$ cat src/verilog/dccm_consts.svh
`ifndef DCCM_CONSTS_SVH
`define DCCM_CONSTS_SVH

`define DCCM_ADDR_W   16  // byte address
`define DCCM_WORD_AW  14  // word index, 16k words
`define DCCM_DATA_W   32
`define DCCM_BYTES    4   // bytes per word

`define STBUF_DEPTH   4
`define STBUF_PTR_W   2
`define STBUF_CNT_W   3   // must hold 0..STBUF_DEPTH

`endif

$ cat src/verilog/dccm_pkg.sv
`include "dccm_consts.svh"

package dccm_pkg;

   typedef logic [`DCCM_ADDR_W-1:0]  byte_addr_t;
   typedef logic [`DCCM_WORD_AW-1:0] word_addr_t;
   typedef logic [`DCCM_DATA_W-1:0]  data_word_t;
   typedef logic [`DCCM_BYTES-1:0]   byte_en_t;

   // 0 byte, 1 half, 2 word
   typedef logic [1:0] access_size_t;

   typedef logic [`STBUF_CNT_W-1:0] credit_cnt_t;  // credits and buffer occupancy

endpackage

$ cat src/verilog/lsu_load_align.sv
`include "dccm_consts.svh"

module lsu_load_align
   import dccm_pkg::*;
(
   input  logic         clk,
   input  logic         arst_n,
   input  logic         ld_valid,
   input  byte_addr_t   ld_addr,
   input  access_size_t ld_size,
   input  data_word_t   fwd_data,
   input  byte_en_t     fwd_be,
   input  data_word_t   rd_data,
   output logic         ld_data_valid,
   output data_word_t   ld_data
);

   logic         vld_q;
   logic [1:0]   off_q;
   access_size_t size_q;
   data_word_t   fwd_data_q;
   byte_en_t     fwd_be_q;
   data_word_t   merged;
   data_word_t   shifted;
   data_word_t   size_mask;

   always_ff @(posedge clk or negedge arst_n) begin
      if (!arst_n) begin
         vld_q <= 1'b0;
      end else begin
         vld_q <= ld_valid;
      end
   end

   always_ff @(posedge clk) begin
      if (ld_valid) begin
         off_q      <= ld_addr[1:0];
         size_q     <= ld_size;
         fwd_data_q <= fwd_data;
         fwd_be_q   <= fwd_be;
      end
   end

   always_comb begin
      for (int b = 0; b < `DCCM_BYTES; b++) begin
         merged[8*b +: 8] = fwd_be_q[b] ? fwd_data_q[8*b +: 8] : rd_data[8*b +: 8];
      end
   end

   always_comb begin
      case (size_q)
         2'd0:    size_mask = 32'h0000_00ff;
         2'd1:    size_mask = 32'h0000_ffff;
         default: size_mask = 32'hffff_ffff;
      endcase
   end

   assign shifted       = merged >> {off_q, 3'b000};  // right-justify
   assign ld_data       = shifted & size_mask;        // zero-extend
   assign ld_data_valid = vld_q;

endmodule

$ cat config.mk
export PLATFORM = sky130hd
export DESIGN_NAME = lsu_load_align
export DESIGN_NICKNAME = d
export VERILOG_FILES = /design/src/verilog/dccm_pkg.sv /design/src/verilog/lsu_load_align.sv
export VERILOG_INCLUDE_DIRS = /design/src /design/src/verilog
export SDC_FILE = /design/constraint.sdc
export NUM_CORES = 1
export LEC_CHECK = 0
export BUFFER_PORTS_ARGS = -buffer_cell sky130_fd_sc_hd__buf_4
export CORE_MARGIN = 4
export CORE_UTILIZATION = 40
export CTS_BUF_LIST = sky130_fd_sc_hd__clkbuf_8
export DETAILED_ROUTE_END_ITERATION = 8
export PLACE_DENSITY = 0.73
export REMOVE_ABC_BUFFERS = 1
export SYNTH_ARGS = -nofsm -noshare
export SYNTH_HDL_FRONTEND = slang
export SYNTH_SLANG_ARGS = --single-unit
$ cat constraint.sdc
create_clock -name clk -period 3.25 [get_ports clk]
set_clock_uncertainty 0.1 [all_clocks]
set_input_delay 0.325 -clock clk [delete_from_list [all_inputs] [get_ports clk]]
set_output_delay 0.325 -clock clk [all_outputs]
set_load 0.05 [all_outputs]
==> run_results.csv <==
group,metric,value,unit
logic_synthesis,synth_commonest_cells,"edfxtp_1, mux2i_1, nand3_1",
routing,wl_per_cell,17.4,µm
routing,first_iter_violations,74,
logic_synthesis,syn_area,2230,µm²
worst_hold_path,hp-start,"fwd_data[6]",
die,die_h,82.7,µm
setup_path,required,2820,ps
routing,drc_errors,0,
logic_synthesis,yosys_warnings,0,
timing,worst_pin_slew,659,ps
setup_path,arrival,2020,ps
logic_synthesis,syn_inst,160,
grt,track_usage,0.174,
clock_network,post_cts_resized,0,
die,row_count,26,
logic_synthesis,synth_top_area_frac,0.538,
clock_network,clock_sinks,41,
grt,grt_pass1_wl,8800,µm
routing,ant_nets,0,
final_layout,diodes,0,
logic_synthesis,synth_area_leaders,"edfxtp_1, mux2i_1, o221ai_2, mux2_2, nand3_1",
clock_network,clockBufferDepth,2,
timing,relSlewSlack,0.561,
worst_hold_path,whs_path_depth,1,
worst_hold_path,min_path_type,"in2reg",
logic_synthesis,synth_cell_type_count,22,
setup_path,critical-path-max-stage-delay,580,ps
die,fp.dieW,82.7,µm
setup_path,worstPathCellList,"nand2b_1 -> or2_1 -> nor2_1 -> buf_4",
die,start_util,0.424,
logic_synthesis,async_flop_share,0.0244,
grt,grt_max_degree,42,
timing,period_share,0.754,
power,p_sw_frac,0.327,
worst_hold_path,holdPathEnd,"fwd_data_q[6]",
setup_path,cp_max_fo,12,
logic_synthesis,yosysSeqAreaShare,0.549,
placement,portBuffers,107,
logic_synthesis,dominantRegCellSynth,"edfxtp_1",
clock_network,htreeDepth,2,
timing,rsz0062_at_grt,"false",
die,core-area,5270,µm²
logic_synthesis,avgSynthCellArea,14.0,µm²
timing,slew_viol_final,0,
clock_network,cts_root_buf,"clkbuf_8",
clock_network,postCtsSetupRepairBufs,0,
timing,timing.hold.ws,107,ps
placement,place_congestion,0.884,
clock_network,cts_tree,"done",
grt,grt_overflow_total,0,
power,leakage,0.00136,µW
final_layout,fin_nets,351,
logic_synthesis,yosysMostFrequentCell,"edfxtp_1",
grt,antenna_found_initial,0,
clock_network,clk_pin_slew_worst_paths,80,ps
logic_synthesis,yosys_register_bits,41,
power,peakVddDrop,0.000254,V
clock_network,cts_made_buffers,5,
setup_path,worstSetupPathType,"reg2out",
timing,hold_viol,0,
power,clkPwrFrac,0.239,
die,die_area,6840,µm²
die,io-pin-count,122,
routing,num_vias,1732,
clock_network,hold_buffers,1,
logic_synthesis,synth_top_cell_by_area,"edfxtp_1",
power,combPwrFrac,0.322,
grt,first_global_vias,1790,
placement,hpwl,4600,µm
timing,fmax,408,MHz
final_layout,layout-drive-gt1-share,0.525,
routing,routed_wl,5810,µm
routing,drtPass1Iterations,4,
flow_run,max-cap-violations,0,
timing,setup_viol,0,
logic_synthesis,synth_edf_count,40,
power,p_int,1010,µW
timing,tns,0,ps
setup_path,cp-start-kind,"flip-flop",
final_layout,area_delta_synth_final,40.5,%
power,power_switching,490,µW
setup_path,setup.worst_path.end_class,"primary output",
routing,vias_per_cell,5.20,
power,power_density,478,nW/µm²
power,seqPwrFrac,0.439,
timing,finalCriticalPeriod,2450,ps
run_status,status,"complete, no violations",
setup_path,critPathSlowestCell,"edfxtp_1",
layer usage:
layer  vias to the layer above  GRT usage  part of all wire  wire length [µm]
met5                         -          0                 0                 0
met4                         0     0.0376            0.0098                57
met3                         5     0.0531             0.093               540
met2                        72      0.306              0.52              3010
met1                       823      0.209              0.38              2190
li1                        832          -                 -                 -
worst max path at each step:
stage,startpoint,end,slack [ps],depth (start not counted)
2_1_floorplan,off_q[0],ld_data[16],710,2
3_3_place_gp,off_q[1],ld_data[29],1130,4
3_5_place_dp,off_q[1],ld_data[29],1130,4
4_1_cts,off_q[1],ld_data[29],810,4
5_1_grt,off_q[1],ld_data[28],620,4
6_report,off_q[1],ld_data[29],800,4
state kept, by name (all words and copies together) (netlist names):
signal         cells
fwd_data_q        32
ld_data_valid      1
fwd_be_q           4
off_q              2
size_q             2
worst max-delay path: cells and delay by family, from the launching register on:
kind	cells	cell delay, ps
flops	1	580
buf+inv	1	210
simple gates	3	940
cells in the final DEF (no fill, tap or decap):
| cell type | count |
|---|---|
| o221ai_2 | 8 |
| buf_4 | 109 |
| nor2b_1 | 8 |
| nor2_4 | 1 |
| dfrtp_1 | 1 |
| or2_0 | 1 |
| mux2_2 | 8 |
| dlygate4sd3_1 | 1 |
| a22oi_1 | 8 |
| nand2b_4 | 2 |
| edfxtp_1 | 40 |
| nor2b_4 | 1 |
| clkinv_2 | 1 |
| or2_1 | 1 |
| nand2_4 | 1 |
| o211a_1 | 8 |
| clkbuf_8 | 7 |
| a211oi_1 | 8 |
| nor2_1 | 8 |
| nand2b_1 | 1 |
| mux2i_1 | 24 |
| nand3_1 | 16 |
layout make-up:
| type | count | area (µm²) |
|---|---|---|
| fillers | 458 | 2130 |
| multi-input cells | 104 | 893 |
| flip-flops and latches | 41 | 1230 |
| repair buffers | 110 | 828 |
| well taps | 70 | 87.6 |
| clock inverters | 1 | 5.00 |
| clock buffers | 7 | 96.3 |
power groups by stage:
stage	sequential (µW)	combinational [µW]	clock, µW
after floorplan	666	295	0
after global placement	669	482	0
after detailed placement	671	484	0
after CTS	660	485	373
after global routing	665	510	399
final	659	482	359
cell families after synthesis:
| group | share of synthesized area |
|---|---|
| buffers and inverters | 0.0504 |
| and+or+nand+nor | 0.109 |
| muxes | 0.148 |
| AOI/OAI and AO/OA | 0.144 |
| DFF | 0.549 |
metrics by stage:
step | worst slack [ps] | utilization | cells | cell area [µm²] | total power, µW
after floorplan | 709 | - | 145 | 2120 | 961
after global placement | 1130 | 0.574 | 324 | 3030 | 1150
after detailed placement | 1130 | 0.574 | 324 | 3030 | 1160
after CTS | 811 | 0.595 | 333 | 3140 | 1520
after global routing | 623 | 0.595 | 333 | 3140 | 1570
final | 800 | 0.595 | 333 | 3140 | 1500
(Power assumes the default switching activity.)
