## src/verilog/dccm_consts.svh

```systemverilog
`ifndef DCCM_CONSTS_SVH
`define DCCM_CONSTS_SVH

`define DCCM_ADDR_W   16  // byte address
`define DCCM_WORD_AW  14  // word index, 16k words
`define DCCM_DATA_W   32
`define DCCM_BYTES    4   // bytes per word

`define STBUF_DEPTH   4
`define STBUF_PTR_W   2
`define STBUF_CNT_W   3   // must hold 0..STBUF_DEPTH

`endif

```

## src/verilog/dccm_pkg.sv

```systemverilog
`include "dccm_consts.svh"

package dccm_pkg;

   typedef logic [`DCCM_ADDR_W-1:0]  byte_addr_t;
   typedef logic [`DCCM_WORD_AW-1:0] word_addr_t;
   typedef logic [`DCCM_DATA_W-1:0]  data_word_t;
   typedef logic [`DCCM_BYTES-1:0]   byte_en_t;

   // 0 byte, 1 half, 2 word
   typedef logic [1:0] access_size_t;

   typedef logic [`STBUF_CNT_W-1:0] credit_cnt_t;  // credits and buffer occupancy

endpackage

```

## src/verilog/lsu_store_buffer.sv

```systemverilog
`include "dccm_consts.svh"

module lsu_store_buffer
   import dccm_pkg::*;
(
   input  logic       clk,
   input  logic       arst_n,
   input  logic       push,
   input  word_addr_t push_addr,
   input  data_word_t push_data,
   input  byte_en_t   push_be,
   input  logic       drain_grant,
   input  byte_addr_t ld_addr,
   output logic       drain_req,
   output word_addr_t drain_addr,
   output data_word_t drain_data,
   output byte_en_t   drain_be,
   output logic       credit_return,
   output data_word_t fwd_data,
   output byte_en_t   fwd_be,
   output logic       stbuf_empty
);

   word_addr_t ent_addr [`STBUF_DEPTH];
   data_word_t ent_data [`STBUF_DEPTH];
   byte_en_t   ent_be   [`STBUF_DEPTH];

   logic [`STBUF_PTR_W-1:0] wr_ptr;
   logic [`STBUF_PTR_W-1:0] rd_ptr;
   credit_cnt_t             count;
   logic                    pop;
   word_addr_t              ld_word;

   assign pop         = drain_grant & drain_req;
   assign stbuf_empty = (count == '0);
   assign drain_req   = ~stbuf_empty;
   assign drain_addr  = ent_addr[rd_ptr];  // head is the oldest store
   assign drain_data  = ent_data[rd_ptr];
   assign drain_be    = ent_be[rd_ptr];

   always_ff @(posedge clk) begin
      if (push) begin
         ent_addr[wr_ptr] <= push_addr;
         ent_data[wr_ptr] <= push_data;
         ent_be[wr_ptr]   <= push_be;
      end
   end

   always_ff @(posedge clk or negedge arst_n) begin
      if (!arst_n) begin
         wr_ptr        <= '0;
         rd_ptr        <= '0;
         count         <= '0;
         credit_return <= 1'b0;
      end else begin
         if (push) begin
            wr_ptr <= wr_ptr + 1'b1;
         end
         if (pop) begin
            rd_ptr <= rd_ptr + 1'b1;
         end
         case ({push, pop})
            2'b10:   count <= count + 1'b1;
            2'b01:   count <= count - 1'b1;
            default: count <= count;
         endcase
         credit_return <= pop;  // one credit per drained entry
      end
   end

   assign ld_word = ld_addr[`DCCM_ADDR_W-1:2];

   // oldest first, so a younger store overwrites each byte it covers
   always_comb begin
      logic [`STBUF_PTR_W-1:0] idx;
      fwd_data = '0;
      fwd_be   = '0;
      idx      = rd_ptr;
      for (int i = 0; i < `STBUF_DEPTH; i++) begin
         idx = rd_ptr + `STBUF_PTR_W'(i);
         if ((credit_cnt_t'(i) < count) && (ent_addr[idx] == ld_word)) begin
            for (int b = 0; b < `DCCM_BYTES; b++) begin
               if (ent_be[idx][b]) begin
                  fwd_data[8*b +: 8] = ent_data[idx][8*b +: 8];
                  fwd_be[b]          = 1'b1;
               end
            end
         end
      end
   end

endmodule

```

## config.mk

```make
export PLATFORM = sky130hd
export DESIGN_NAME = lsu_store_buffer
export DESIGN_NICKNAME = d
export VERILOG_FILES = /design/src/verilog/dccm_pkg.sv /design/src/verilog/lsu_store_buffer.sv
export VERILOG_INCLUDE_DIRS = /design/src /design/src/verilog
export SDC_FILE = /design/constraint.sdc
export NUM_CORES = 1
export LEC_CHECK = 0
export ABC_CLOCK_PERIOD_IN_PS = 3100
export BUFFER_PORTS_ARGS = -buffer_cell sky130_fd_sc_hd__buf_2
export CORE_UTILIZATION = 35
export CTS_CLUSTER_DIAMETER = 150
export DETAILED_ROUTE_END_ITERATION = 8
export SETUP_SLACK_MARGIN = 0.02
export SYNTH_ARGS = -nofsm -noshare
export SYNTH_HDL_FRONTEND = slang
export SYNTH_SLANG_ARGS = --single-unit
export TNS_END_PERCENT = 10
```

## constraint.sdc

```tcl
create_clock -name clk -period 3.1 [get_ports clk]
set_input_delay 0.31 -clock clk [delete_from_list [all_inputs] [get_ports clk]]
set_output_delay 0.31 -clock clk [all_outputs]
set_load 0.01 [all_outputs]
```

==> implementation parameters <==
Parameter                              Value

Synthesis
  Leading post-synthesis cells by instance count ... 200 x sky130_fd_sc_hd__edfxtp_1, 166 x sky130_fd_sc_hd__mux2i_1, 67 x sky130_fd_sc_hd__nand2_1, 44 x sky130_fd_sc_hd__mux2_2, 41 x sky130_fd_sc_hd__xnor2_1
  Mapped cell area ... 0.0133 mm²
  Async set or reset register ratio after synthesis ... between 3 and 4%
  Yosys reg bits ... 208
  Dominant synthesized flop cell ... sky130_fd_sc_hd__edfxtp_1
  Largest area contributor in the synthesized netlist ... sky130_fd_sc_hd__edfxtp_1
  Ranking of synthesized cells by area ... sky130_fd_sc_hd__edfxtp_1 45%, sky130_fd_sc_hd__mux2i_1 12%, sky130_fd_sc_hd__mux2_2 3.7%
  Synth Net Count ... ~1200
  Synth top area share ... 45.0%
  Most common cell in the synthesized netlist ... sky130_fd_sc_hd__edfxtp_1
  Mean area per synthesized cell ... 12.2 µm²
  Sequential share of the synthesized area ... 46.5%
  Number of instances in the synthesized netlist ... 1091
  Number of distinct library cell variants in the gate-level netlist after synthesis ... 87
  Number of flops mapped to enable cells by yosys ... 200
  Count of synthesis-stage warnings from yosys ... 0

Setup path
  Cell count of the worst reg-to-reg path ... 9
  Critical Path Start Type ... register
  CP arrival ... 3790 ps
  Maximum fanout count along the critical path ... 8
  Data required, critical path ... roughly 2800 ps
  Crit path capture type ... output port
  Startpoint-to-endpoint class of the critical path ... register to output port

Floorplan
  I/O pin count ... 159
  Number of placement rows ... 71
  Die Footprint ... about 0.039 mm²
  CORE AREA ... about 0.038 mm²
  Initial Utilization ... roughly 36%
  Height of the die ... 197 µm
  Width of the chip ... 197 µm

GRT
  Total overflow reported by the global router ... 0
  Overall global routing resource usage ... 20.3%
  Number of global-route vias before repair ... 11000
  Largest net degree at the start of global routing ... 100
  Antenna violations before repair ... 1
  First-pass GRT wire length ... 61300 µm

Place
  Routability cong. ... 0.919
  Number of placed instances with taps included ... approximately 1900
  Post-detailed-placement half-perimeter wirelength ... 27400 µm
  Port buffer count ... 156

Drt
  Wire length per cell ... roughly 20 µm
  Count of routing violations after the opening detailed-route iteration ... ~790
  Total detailed-routing wirelength ... 39700 µm
  Vias per cell ... between 5 and 6
  Routed vias ... ~11000
  DRC viols ... 0
  DRT Pass-1 Iters ... 9
  Antenna-violating nets left ... 0

Timing
  Period utilisation layout ... 132%
  Number of slew-limit violations in the final report ... 0
  Max Clock Freq ... 0.244 GHz
  Unrepaired setup endpoints after global routing ... true
  Final setup skew ... between 9 and 10 ps
  Post-route worst setup slack ... -999 ps
  Setup violation total in the final timing report ... 55
  Worst slew margin ... 45.4%
  Transition time at the pin with the least slew margin ... around 820 ps
  Time the final worst path needs with I/O delays and setup ... 4100 ps
  Final Hold Viols ... 0

Clocking
  Clk sinks ... 208
  Number of levels the H-tree was split into ... 1
  Maximum clock path buffer count ... 3
  Clock-pin transition on the worst setup and hold timing paths ... 60 ps
  CTS tree ... built
  Latest clock arrival within the worst-skew pair ... 550 ps
  CTS root buffer ... sky130_fd_sc_hd__clkbuf_16
  Number of CTS-inserted buffers ... 25

Power and ir drop
  Static power due to leakage ... 7.00 nW
  Power per standard cell area ... 907 mW/mm²
  Overall power after layout ... 0.0165 W
  VDD IR-drop max ... 492 µV

Layout
  Fraction of final layout cells with drive strength greater than 1 ... 40.1%
  FILL cells ... 3408
  Filler-free cell count of the finished design ... 1989
  Area overhead of the layout relative to synthesis ... 36.2%
  Nets@finish ... approximately 1500

Hold path
  Hold Path Depth ... 2
  Worst min-delay path class ... input pin to register

Flow run
  Max_cap viols ... 0

Status
  Violations in the final reports ... negative setup slack
  Status ... finished, violations left
area by class of cell:
| cell class | instances | area, µm² | area share [%] |
|---|---|---|---|
| multi-input combinational | 777 | 7030 | 38.7 |
| sequential | 208 | 6210 | 34.2 |
| timing repair buffer | 432 | 3370 | 18.5 |
| clock buffer | 39 | 738 | 4.06 |
| tap | 511 | 639 | 3.52 |
| clock inverter | 7 | 130 | 0.716 |
| inverter | 14 | 57.6 | 0.317 |
| antenna | 1 | 2.50 | 0.0138 |
sequential cells by signal, summed over array words and instances (netlist names):
name,count
wr_ptr,2
credit_return,1
count,3
ent_be,16
rd_ptr,2
ent_addr,56
ent_data,128
path summary, 6_finish.rpt:
path	start	end	slack (ps)
min in group asynchronous	arst_n	wr_ptr[0]$_DFFE_PN0P_	140
max	rd_ptr[0]$_DFFE_PN0P_	fwd_data[20]	-1000
max reg2reg	count[0]$_DFFE_PN0P_	count[2]$_DFFE_PN0P_	1160
min	push	wr_ptr[0]$_DFFE_PN0P_	20
min reg2reg	wr_ptr[0]$_DFFE_PN0P_	wr_ptr[0]$_DFFE_PN0P_	540
max in group asynchronous	arst_n	rd_ptr[0]$_DFFE_PN0P_	2750
stage by stage:
| step | setup TNS, ps | hold WS (ps) | util [%] | setup WS (ps) | area, µm² |
|---|---|---|---|---|---|
| 2_1_floorplan | -2070 | 14.4 | - | -155 | 13400 |
| 3_3_place_gp | -15190 | 171 | 43.1 | -572 | 16200 |
| 3_5_place_dp | -15530 | 177 | 43.1 | -560 | 16200 |
| 4_1_cts | -34570 | 1.75 | 48.1 | -1030 | 18100 |
| 5_1_grt | -41720 | 36.0 | 48.4 | -1130 | 18200 |
| 6_report | -33220 | 20.5 | 48.4 | -999 | 18200 |
logic make-up (layout without fill, tap and decap cells):
family / count (synthesis) / in the layout / synth area share [%]
DFF: 208 / 208 / 46.5
other: 0 / 1 / 0
xor gates and xnor gates: 52 / 52 / 3.41
buffers and inverters: 106 / 492 / 4.29
adders and majority gates: 9 / 9 / 0.844
muxes: 227 / 227 / 18.9
and+or+nand+nor: 241 / 241 / 10.1
AOI/OAI and AO/OA: 248 / 248 / 16.0
report_power, final:
group          switching (W)  internal, W  total, W
Combinational        0.00497      0.00449   0.00946
Sequential          0.000277      0.00371   0.00398
Clock                0.00116      0.00189   0.00305
Total                0.00640       0.0101    0.0165
timing repair:
action	CTS	global route
hold endpoints to repair	208	0
buffers inserted	15	1
hold buffers	51	0
setup endpoints to repair	64	59
gates cloned	0	0
pin swaps	13	5
gates resized for setup	68	19
critical path, stage by stage (launching register included):
cell and delay, ps:
sky130_fd_sc_hd__dfrtp_4 500, sky130_fd_sc_hd__buf_4 190, sky130_fd_sc_hd__buf_4 150, sky130_fd_sc_hd__mux4_1 270, sky130_fd_sc_hd__xor2_2 210, sky130_fd_sc_hd__a211oi_4 290, sky130_fd_sc_hd__nand4bb_4 140, sky130_fd_sc_hd__buf_6 150
sky130_fd_sc_hd__nor4_4 250, sky130_fd_sc_hd__buf_4 190, sky130_fd_sc_hd__nor3b_2 50, sky130_fd_sc_hd__buf_4 160, sky130_fd_sc_hd__a221oi_1 280, sky130_fd_sc_hd__a2bb2oi_1 240, sky130_fd_sc_hd__buf_2 160
routing by layer:
metal	global-route usage, %	part of all wire [%]	up-vias	wire length [µm]
li1	-	-	5098	-
met5	0	0	-	0
met2	34.4	49	314	19300
met1	25.6	43	5359	17000
met4	8.90	3.7	0	1480
met3	2.94	4.9	82	1960
layout by cell type, fill, tap and decap left out, types with 10 or more instances in the layout:
cell type and count:
sky130_fd_sc_hd__edfxtp_1 200, sky130_fd_sc_hd__buf_4 188, sky130_fd_sc_hd__buf_2 155, sky130_fd_sc_hd__mux2i_1 143, sky130_fd_sc_hd__nand2_1 66, sky130_fd_sc_hd__dlygate4sd3_1 51
sky130_fd_sc_hd__mux2_2 44, sky130_fd_sc_hd__xnor2_1 40, sky130_fd_sc_hd__nor2_1 28, sky130_fd_sc_hd__nand4_1 26, sky130_fd_sc_hd__a21oi_1 25, sky130_fd_sc_hd__clkbuf_16 25
sky130_fd_sc_hd__buf_12 24, sky130_fd_sc_hd__and2_1 23, sky130_fd_sc_hd__nor2b_1 23, sky130_fd_sc_hd__mux2i_2 22, sky130_fd_sc_hd__o31a_1 21, sky130_fd_sc_hd__a221oi_1 20
sky130_fd_sc_hd__a221oi_2 19, sky130_fd_sc_hd__o221ai_1 18, sky130_fd_sc_hd__o21a_1 17, sky130_fd_sc_hd__nor3_1 14, sky130_fd_sc_hd__o311ai_0 14, sky130_fd_sc_hd__inv_1 13
sky130_fd_sc_hd__mux4_2 12, sky130_fd_sc_hd__a2bb2oi_2 12, sky130_fd_sc_hd__a221o_1 11, sky130_fd_sc_hd__buf_6 11, sky130_fd_sc_hd__o21ai_0 10, sky130_fd_sc_hd__xor2_1 10
No activity file was read; power rests on OpenSTA's default activity.
