[src/verilog/dccm_consts.svh]
`ifndef DCCM_CONSTS_SVH
`define DCCM_CONSTS_SVH

`define DCCM_ADDR_W   16  // byte address
`define DCCM_WORD_AW  14  // word index, 16k words
`define DCCM_DATA_W   32
`define DCCM_BYTES    4   // bytes per word

`define STBUF_DEPTH   4
`define STBUF_PTR_W   2
`define STBUF_CNT_W   3   // must hold 0..STBUF_DEPTH

`endif

[src/verilog/dccm_pkg.sv]
`include "dccm_consts.svh"

package dccm_pkg;

   typedef logic [`DCCM_ADDR_W-1:0]  byte_addr_t;
   typedef logic [`DCCM_WORD_AW-1:0] word_addr_t;
   typedef logic [`DCCM_DATA_W-1:0]  data_word_t;
   typedef logic [`DCCM_BYTES-1:0]   byte_en_t;

   // 0 byte, 1 half, 2 word
   typedef logic [1:0] access_size_t;

   typedef logic [`STBUF_CNT_W-1:0] credit_cnt_t;  // credits and buffer occupancy

endpackage

[src/verilog/lsu_store_issue.sv]
`include "dccm_consts.svh"

module lsu_store_issue
   import dccm_pkg::*;
(
   input  logic         clk,
   input  logic         arst_n,
   input  logic         st_valid,
   input  byte_addr_t   st_addr,
   input  access_size_t st_size,
   input  data_word_t   st_data,
   input  logic         credit_return,
   output logic         st_ready,
   output logic         push,
   output word_addr_t   push_addr,
   output data_word_t   push_data,
   output byte_en_t     push_be
);

   credit_cnt_t credits;
   byte_en_t    base_be;
   logic [1:0]  offset;

   assign offset = st_addr[1:0];

   always_comb begin
      case (st_size)
         2'd0:    base_be = 4'b0001;
         2'd1:    base_be = 4'b0011;
         default: base_be = 4'b1111;
      endcase
   end

   assign push_be   = base_be << offset;
   assign push_data = st_data << {offset, 3'b000};  // byte lanes line up with the word
   assign push_addr = st_addr[`DCCM_ADDR_W-1:2];

   assign st_ready = (credits != '0);
   assign push     = st_valid & st_ready;

   always_ff @(posedge clk or negedge arst_n) begin
      if (!arst_n) begin
         credits <= credit_cnt_t'(`STBUF_DEPTH);  // buffer starts empty
      end else begin
         case ({push, credit_return})
            2'b10:   credits <= credits - 1'b1;
            2'b01:   credits <= credits + 1'b1;
            default: credits <= credits;  // both or neither cancel out
         endcase
      end
   end

endmodule
[config.mk]
export PLATFORM = sky130hd
export DESIGN_NAME = lsu_store_issue
export DESIGN_NICKNAME = d
export VERILOG_FILES = /design/src/verilog/dccm_pkg.sv /design/src/verilog/lsu_store_issue.sv
export VERILOG_INCLUDE_DIRS = /design/src /design/src/verilog
export SDC_FILE = /design/constraint.sdc
export NUM_CORES = 1
export LEC_CHECK = 0
export ABC_CLOCK_PERIOD_IN_PS = 2100
export BUFFER_PORTS_ARGS = -buffer_cell sky130_fd_sc_hd__clkbuf_2
export CORE_MARGIN = 3
export CORE_UTILIZATION = 31
export CTS_CLUSTER_SIZE = 28
export DETAILED_ROUTE_END_ITERATION = 7
export HOLD_SLACK_MARGIN = 0.1
export PLACE_DENSITY = 0.84
export SYNTH_ARGS = -nofsm -noshare
export SYNTH_HDL_FRONTEND = slang
export SYNTH_SLANG_ARGS = --single-unit
[constraint.sdc]
create_clock -name clk -period 2.1 [get_ports clk]
set_clock_uncertainty 0.15 [all_clocks]
set_input_delay 0.105 -clock clk [delete_from_list [all_inputs] [get_ports clk]]
set_output_delay 0.105 -clock clk [all_outputs]
set_load 0.01 [all_outputs]
==> results of run 1 <==
-- final cells by class --
class | instances | area [µm²]
clock buffers | 4 | 26.3
fillers | 286 | 1380
inverters | 2 | 7.51
multi-input cells | 89 | 671
flip-flops and latches | 3 | 76.3
well taps | 31 | 38.8
repair buffers | 100 | 611
-- layer usage --
| layer | vias up | routed length, µm | GRT usage [%] |
|---|---|---|---|
| met5 | - | 0 | 0 |
| met4 | 0 | 28 | 4.64 |
| met3 | 4 | 216 | 1.91 |
| met2 | 56 | 1440 | 26.7 |
| met1 | 498 | 1080 | 15.7 |
| li1 | 547 | - | - |
-- worst max-delay path, stage by stage (launching register included) --
cell     delay (ns)
dfrtp_1        0.41
or3_4          0.37
nand2_4        0.09
ha_4           0.13
inv_1          0.05
fa_2           0.33
xor2_1         0.14
nor2_1         0.12
xor2_1         0.16
-- per-stage QoR --
stage / setup slack, ns / std cells / utilization, % / instance area [µm²] / setup TNS (ns)
2_1_floorplan: 0.00334 / 117 / - / 928 / 0
3_3_place_gp: 0.0281 / 208 / 43.3 / 1210 / 0
3_5_place_dp: -0.0154 / 208 / 43.3 / 1210 / -0.0154
4_1_cts: 0.0125 / 228 / 50.2 / 1410 / 0
5_1_grt: 0.00139 / 229 / 51.0 / 1430 / 0
6_report: 0.0780 / 229 / 51.0 / 1430 / 0
-- how the worst min path moves through the flow --
| stage | from | to | slack [ns] | cells after the start |
|---|---|---|---|---|
| 2_1_floorplan | arst_n | credits[0] | -0.34 | 0 |
| 3_3_place_gp | arst_n | credits[1] | -0.25 | 1 |
| 3_5_place_dp | arst_n | credits[0] | -0.25 | 1 |
| 4_1_cts | credit_return | credits[0] | 0.12 | 3 |
| 5_1_grt | credit_return | credits[0] | 0.12 | 3 |
| 6_report | credit_return | credits[0] | 0.1 | 3 |
-- power by group through the flow --
stage	sequential [µW]	clock (µW)	combinational (µW)
finish	122	102	462
global route	127	107	517
CTS	122	105	441
detailed placement	122	0	395
global placement	119	0	388
floorplan	123	0	272
-- layout by cell type (no fill, tap or decap) --
| cell type | instances |
|---|---|
| o21ai_1 | 8 |
| dlygate4sd3_1 | 16 |
| o21ai_0 | 1 |
| mux2i_1 | 16 |
| buf_12 | 1 |
| a21oi_1 | 9 |
| clkbuf_4 | 3 |
| buf_4 | 6 |
| nor2b_1 | 6 |
| clkbuf_1 | 1 |
| or3_4 | 1 |
| dfrtp_1 | 2 |
| xnor2_1 | 1 |
| nand2b_1 | 1 |
| nor2_4 | 1 |
| a211oi_2 | 8 |
| clkbuf_2 | 77 |
| xor2_1 | 2 |
| and2b_1 | 3 |
| dfstp_2 | 1 |
| a211oi_1 | 1 |
| inv_1 | 2 |
| ha_4 | 1 |
| nand2_4 | 1 |
| nand2_1 | 8 |
| fa_2 | 1 |
| mux2_2 | 1 |
| nor2_1 | 10 |
| and2_1 | 8 |
| nor3_2 | 1 |
-- cell families (layout without fill, tap and decap cells) --
| logic type | count (synthesis) | in the layout | synth area share (%) |
|---|---|---|---|
| xor+xnor | 3 | 3 | 2.85 |
| compound gates | 27 | 27 | 21.4 |
| simple gates | 40 | 40 | 23.3 |
| mux | 17 | 17 | 18.6 |
| flops | 3 | 3 | 8.27 |
| fa+ha+maj | 2 | 2 | 3.52 |
| buf+inv | 25 | 106 | 22.1 |
-- repair_timing --
action                                 in CTS  in global routing
pin swaps                                   2                  3
endpoints found under the hold margin      17                  0
setup buffers                               0                  1
hold buffers                               16                  0
gates resized for setup                     3                  2
setup endpoints to repair                   1                  2
==> results.sh, run 1 <==
export IMPL_critical_path_required_ns=2.11
export IMPL_p_sw_share_pct=40.2
export IMPL_ys_flop_type="dfrtp_1"
export IMPL_async_flop_share_pct=100
export IMPL_cts_path_max_buffers=2
export IMPL_largest_register="credits"
export IMPL_drive_above_1_share_pct=52.0
export IMPL_min_period_ns=2.02
export IMPL_power_uw=687
export IMPL_cts_tree="yes"
export IMPL_routed_wl_um=2760
export IMPL_crit_arrival_ns=2.04
export IMPL_cts_sinks=3
export IMPL_timing_rr_end="credits[2]"
export IMPL_port_buffers=77
export IMPL_avgSynthCellArea_um2=7.89
export IMPL_clk_pin_slew_ns=0.04
export IMPL_ir_drop_mv=0.584
export IMPL_ys_ff_latch=3
export IMPL_regToRegSetupSlack_ns=0.08
export IMPL_postRouteAntennaNets=0
export IMPL_critPathKind="reg2reg"
export IMPL_worst_pin_slew_ns=0.394
export IMPL_p_leak_uw=0.000754
export IMPL_wire_per_inst_um=12.1
export IMPL_nets=255
export IMPL_synth_top_area_cell="mux2i_1"
export IMPL_netlist_area_um2=923
export IMPL_crit_path_end="credits[2]"
export IMPL_yosys_cell_types_count=29
export IMPL_critPathLaunch="credits[1]"
export IMPL_fp_dieW_um=60.6
export IMPL_pwr_density_cell_nw_per_um2=480
export IMPL_area_delta_synth_final_pct=54.9
export IMPL_die_h_um=60.6
export IMPL_r2r_cells=8
export IMPL_synth_most_common_cell="mux2i_1"
export IMPL_drv_cap=0
export IMPL_synth_net_count=173
export IMPL_drc=0
export IMPL_n_antenna_cell=0
export IMPL_worstPathMaxFanout=3
export IMPL_rows=19
export IMPL_pwr_share_clk_pct=14.9
export IMPL_synthCells=117
export IMPL_vias=1105
export IMPL_largest_reg_flops=3
export IMPL_cts_buffers=3
export IMPL_cell_internal_pwr_uw=411
export IMPL_antenna_found_initial=0
export IMPL_max_clock_freq_ghz=0.495
export IMPL_ys_top_cells_by_area="mux2i_1 (17%), buf_4 (12%), a211oi_2 (11%)"
export IMPL_yosysSeqAreaShare_pct=8.27
export IMPL_relSlewSlack_pct=73.7
export IMPL_seqPwrFrac_pct=17.8
export IMPL_grt_overflow_total=0
export IMPL_via_per_inst=4.83
export IMPL_drt_first_pass_iters=3
export IMPL_drt_iter0_markers=9
export IMPL_grt_max_degree=20
export IMPL_synth_commonest_cells="mux2i_1 (16), buf_4 (15), nor2_1 (10)"
export IMPL_hold_ws_ns=0.0952
export IMPL_yosysWarningCount=0
export IMPL_finalSetupViolations=0
export IMPL_grt_setup_unrepaired="false"
export IMPL_grt_pass1_wl_um=3940
export IMPL_htreeDepth=1
export IMPL_hp_class="in2reg"
export IMPL_grtUsageTotal_pct=14.0
export IMPL_core_area_um2=2810
export IMPL_critPathCaptureType="flip-flop"
export IMPL_io_pins=106
export IMPL_place_hpwl_um=2070
export IMPL_yosysTopAreaCellShare_pct=17.3
export IMPL_worstSetupStartpointType="flip-flop"
export IMPL_dieArea_um2=3670
export IMPL_r2r_start="credits[1]"
export IMPL_min_period_over_period_pct=96.3
export IMPL_slew_violations=0
export IMPL_start_util_pct=32.9
export IMPL_clk_latency_ns=0.24
export IMPL_gp_congestion=0.639
export IMPL_top_regs="credits: 3 flops"
export IMPL_p_switching_uw=277
export IMPL_grt_pass1_vias=925
export IMPL_status="finished clean"
export IMPL_synth_edf_count=0
export IMPL_hold_viol=0
export IMPL_comb_power_share_pct=67.3
export IMPL_cts_root_buf="clkbuf_4"
No activity file was read; power rests on OpenSTA's default activity.
==> run 2, diff against run 1 <==
CORE_MARGIN = not set   (was 3)
==> run 2 against run 1 <==
Die area shrank 13%; non-clock buffer count grew 1; cell count grew 0.44%; first-iteration DRC count grew to 4.6 times the previous value; register-to-register slack gained 0.02 ns; sequential share of layout area is essentially flat; critical endpoint unchanged; cell area grew 0.70%; combinational power is essentially flat; global-route usage grew 2.6 points; utilization grew 0.80 points; critical path type unchanged.
==> results.sh, run 2 (synthesized netlist as in run 1, its figures left out) <==
export IMPL_status="finished clean"
export IMPL_grt_max_degree=26
export IMPL_rows=19
export IMPL_drive_above_1_share_pct=52.3
export IMPL_cpMostUsedCell="xor2_1"
export IMPL_drc=0
export IMPL_final_cells=230
export IMPL_largest_register="credits"
export IMPL_cts_root_buf="clkbuf_4"
export IMPL_fp_dieW_um=56.6
export IMPL_min_period_ns=2.00
export IMPL_critPathCaptureType="flip-flop"
export IMPL_largest_reg_flops=3
export IMPL_hold_ws_ns=0.156
export IMPL_dp_cells=208
export IMPL_crit_buf_inv=1
export IMPL_routed_wl_um=2700
export IMPL_cts_buffers=3
export IMPL_postRouteAntennaNets=0
export IMPL_hp_class="in2reg"
export IMPL_grt_pass1_vias=1018
export IMPL_dieArea_um2=3200
export IMPL_critPathKind="reg2reg"
export IMPL_cts_sinks=3
export IMPL_io_pins=106
export IMPL_wire_per_inst_um=11.7
export IMPL_finalSetupViolations=0
export IMPL_n_antenna_cell=0
export IMPL_gp_congestion=0.644
export IMPL_drt_first_pass_iters=4
export IMPL_hold_viol=0
export IMPL_layout_common_cells="clkbuf_2 (77), dlygate4sd3_1 (17), mux2i_1 (16), nor2_1 (10), a21oi_1 (9)"
export IMPL_fillers=276
export IMPL_slew_violations=0
export IMPL_grt_overflow_total=0
export IMPL_worst_pin_slew_ns=0.387
export IMPL_worstPathMaxFanout=3
export IMPL_cp_slowest_cell="dfrtp_1"
export IMPL_cts_path_max_buffers=2
export IMPL_slowest_delay_ns=0.40
export IMPL_nets=256
export IMPL_critPathTopFamily="simple AND/OR/NAND/NOR gates"
export IMPL_port_buffers=77
export IMPL_p_leak_uw=0.000758
export IMPL_design_area_um2=1440
export IMPL_dpl_instance_area_um2=1210
export IMPL_core_area_um2=2780
export IMPL_start_util_pct=33.2
export IMPL_die_h_um=56.6
export IMPL_worstSetupStartpointType="flip-flop"
export IMPL_drt_iter0_markers=41
export IMPL_whs_endpoint="credits[0]"
export IMPL_regToRegSetupSlack_ns=0.1
export IMPL_antenna_found_initial=0
export IMPL_cts_tree="yes"
export IMPL_utilization_pct=51.8
export IMPL_crit_arrival_ns=2.01
export IMPL_area_delta_synth_final_pct=56.0
export IMPL_worstHoldStart="st_valid"
export IMPL_drv_cap=0
export IMPL_whs_path_depth=4
export IMPL_top_regs="credits: 3 flops"
export IMPL_final_common_cell="clkbuf_2"
export IMPL_clk_latency_ns=0.24
export IMPL_ir_drop_mv=0.608
export IMPL_min_period_over_period_pct=95.4
export IMPL_via_per_inst=4.83
export IMPL_crit_chain="or3_4 -> nand2_4 -> ha_4 -> inv_2 -> fa_2 -> xor2_1 -> nor2_1 -> xor2_1"
export IMPL_relSlewSlack_pct=74.2
export IMPL_vias=1111
export IMPL_grt_pass1_wl_um=4170
export IMPL_pwr_density_cell_nw_per_um2=476
export IMPL_place_hpwl_um=1940
export IMPL_max_clock_freq_ghz=0.499
export IMPL_htreeDepth=1
export IMPL_r2r_start="credits[1]"
export IMPL_grtUsageTotal_pct=16.6
export IMPL_clk_pin_slew_ns=0.04
export IMPL_grt_setup_unrepaired="true"
export IMPL_r2r_cells=8
export IMPL_critical_path_required_ns=2.10
export IMPL_timing_rr_end="credits[2]"
[run 2: tightest hold or removal path, cell delays in order]
cell and delay (ns):
clkbuf_2 0.11, nand2_4 0.08, ha_4 0.14, xnor2_1 0.06
[run 2: area by class of cell]
cell class	instances	area, µm²	share of cell area, %
Tap cell	31	38.8	2.69
Multi-Input combinational cell	89	671	46.6
Timing Repair Buffer	101	621	43.1
Inverter	2	7.51	0.521
Sequential cell	3	76.3	5.30
Clock buffer	4	26.3	1.82
[run 2: metrics by stage]
step | total power (µW) | TNS [ns] | setup WS, ns
final | 686 | 0 | 0.0956
after global routing | 744 | -0.00810 | -0.00810
after CTS | 683 | 0 | 0.0265
after detailed placement | 520 | -0.0426 | -0.0426
after global placement | 502 | 0 | 0.0296
after floorplan | 396 | 0 | 0.00334
[run 2: per-layer routing]
metal	wire length, µm	up-vias	part of all wire [%]	GRT usage [%]
met5	0	-	0	0
met3	203	2	7.5	3.23
met1	962	498	36	16.0
met2	1510	60	56	33.3
met4	21	0	0.78	7.32
li1	-	551	-	-
[run 2: what timing repair did]
item,CTS,global route
setup endpoints to repair,1,1
hold endpoints to repair,18,0
pin swaps,2,4
buffers inserted,0,1
hold buffers,17,0
resized for setup,4,2
[run 2: worst max path at each step]
stage,startpoint,endpoint,slack [ns],cells after the start
after floorplan,credits[0],credits[2],0.003,8
after global placement,credits[0],credits[2],0.03,8
after detailed placement,credits[0],credits[2],-0.04,8
after CTS,credits[0],credits[2],0.03,8
after global routing,credits[1],credits[2],-0.008,8
final,credits[1],credits[2],0.1,8
[run 2: power by group]
part	total (µW)	internal (µW)	switching, µW
Sequential	122	98.4	23.7
Clock	103	71.3	31.5
Combinational	461	239	222
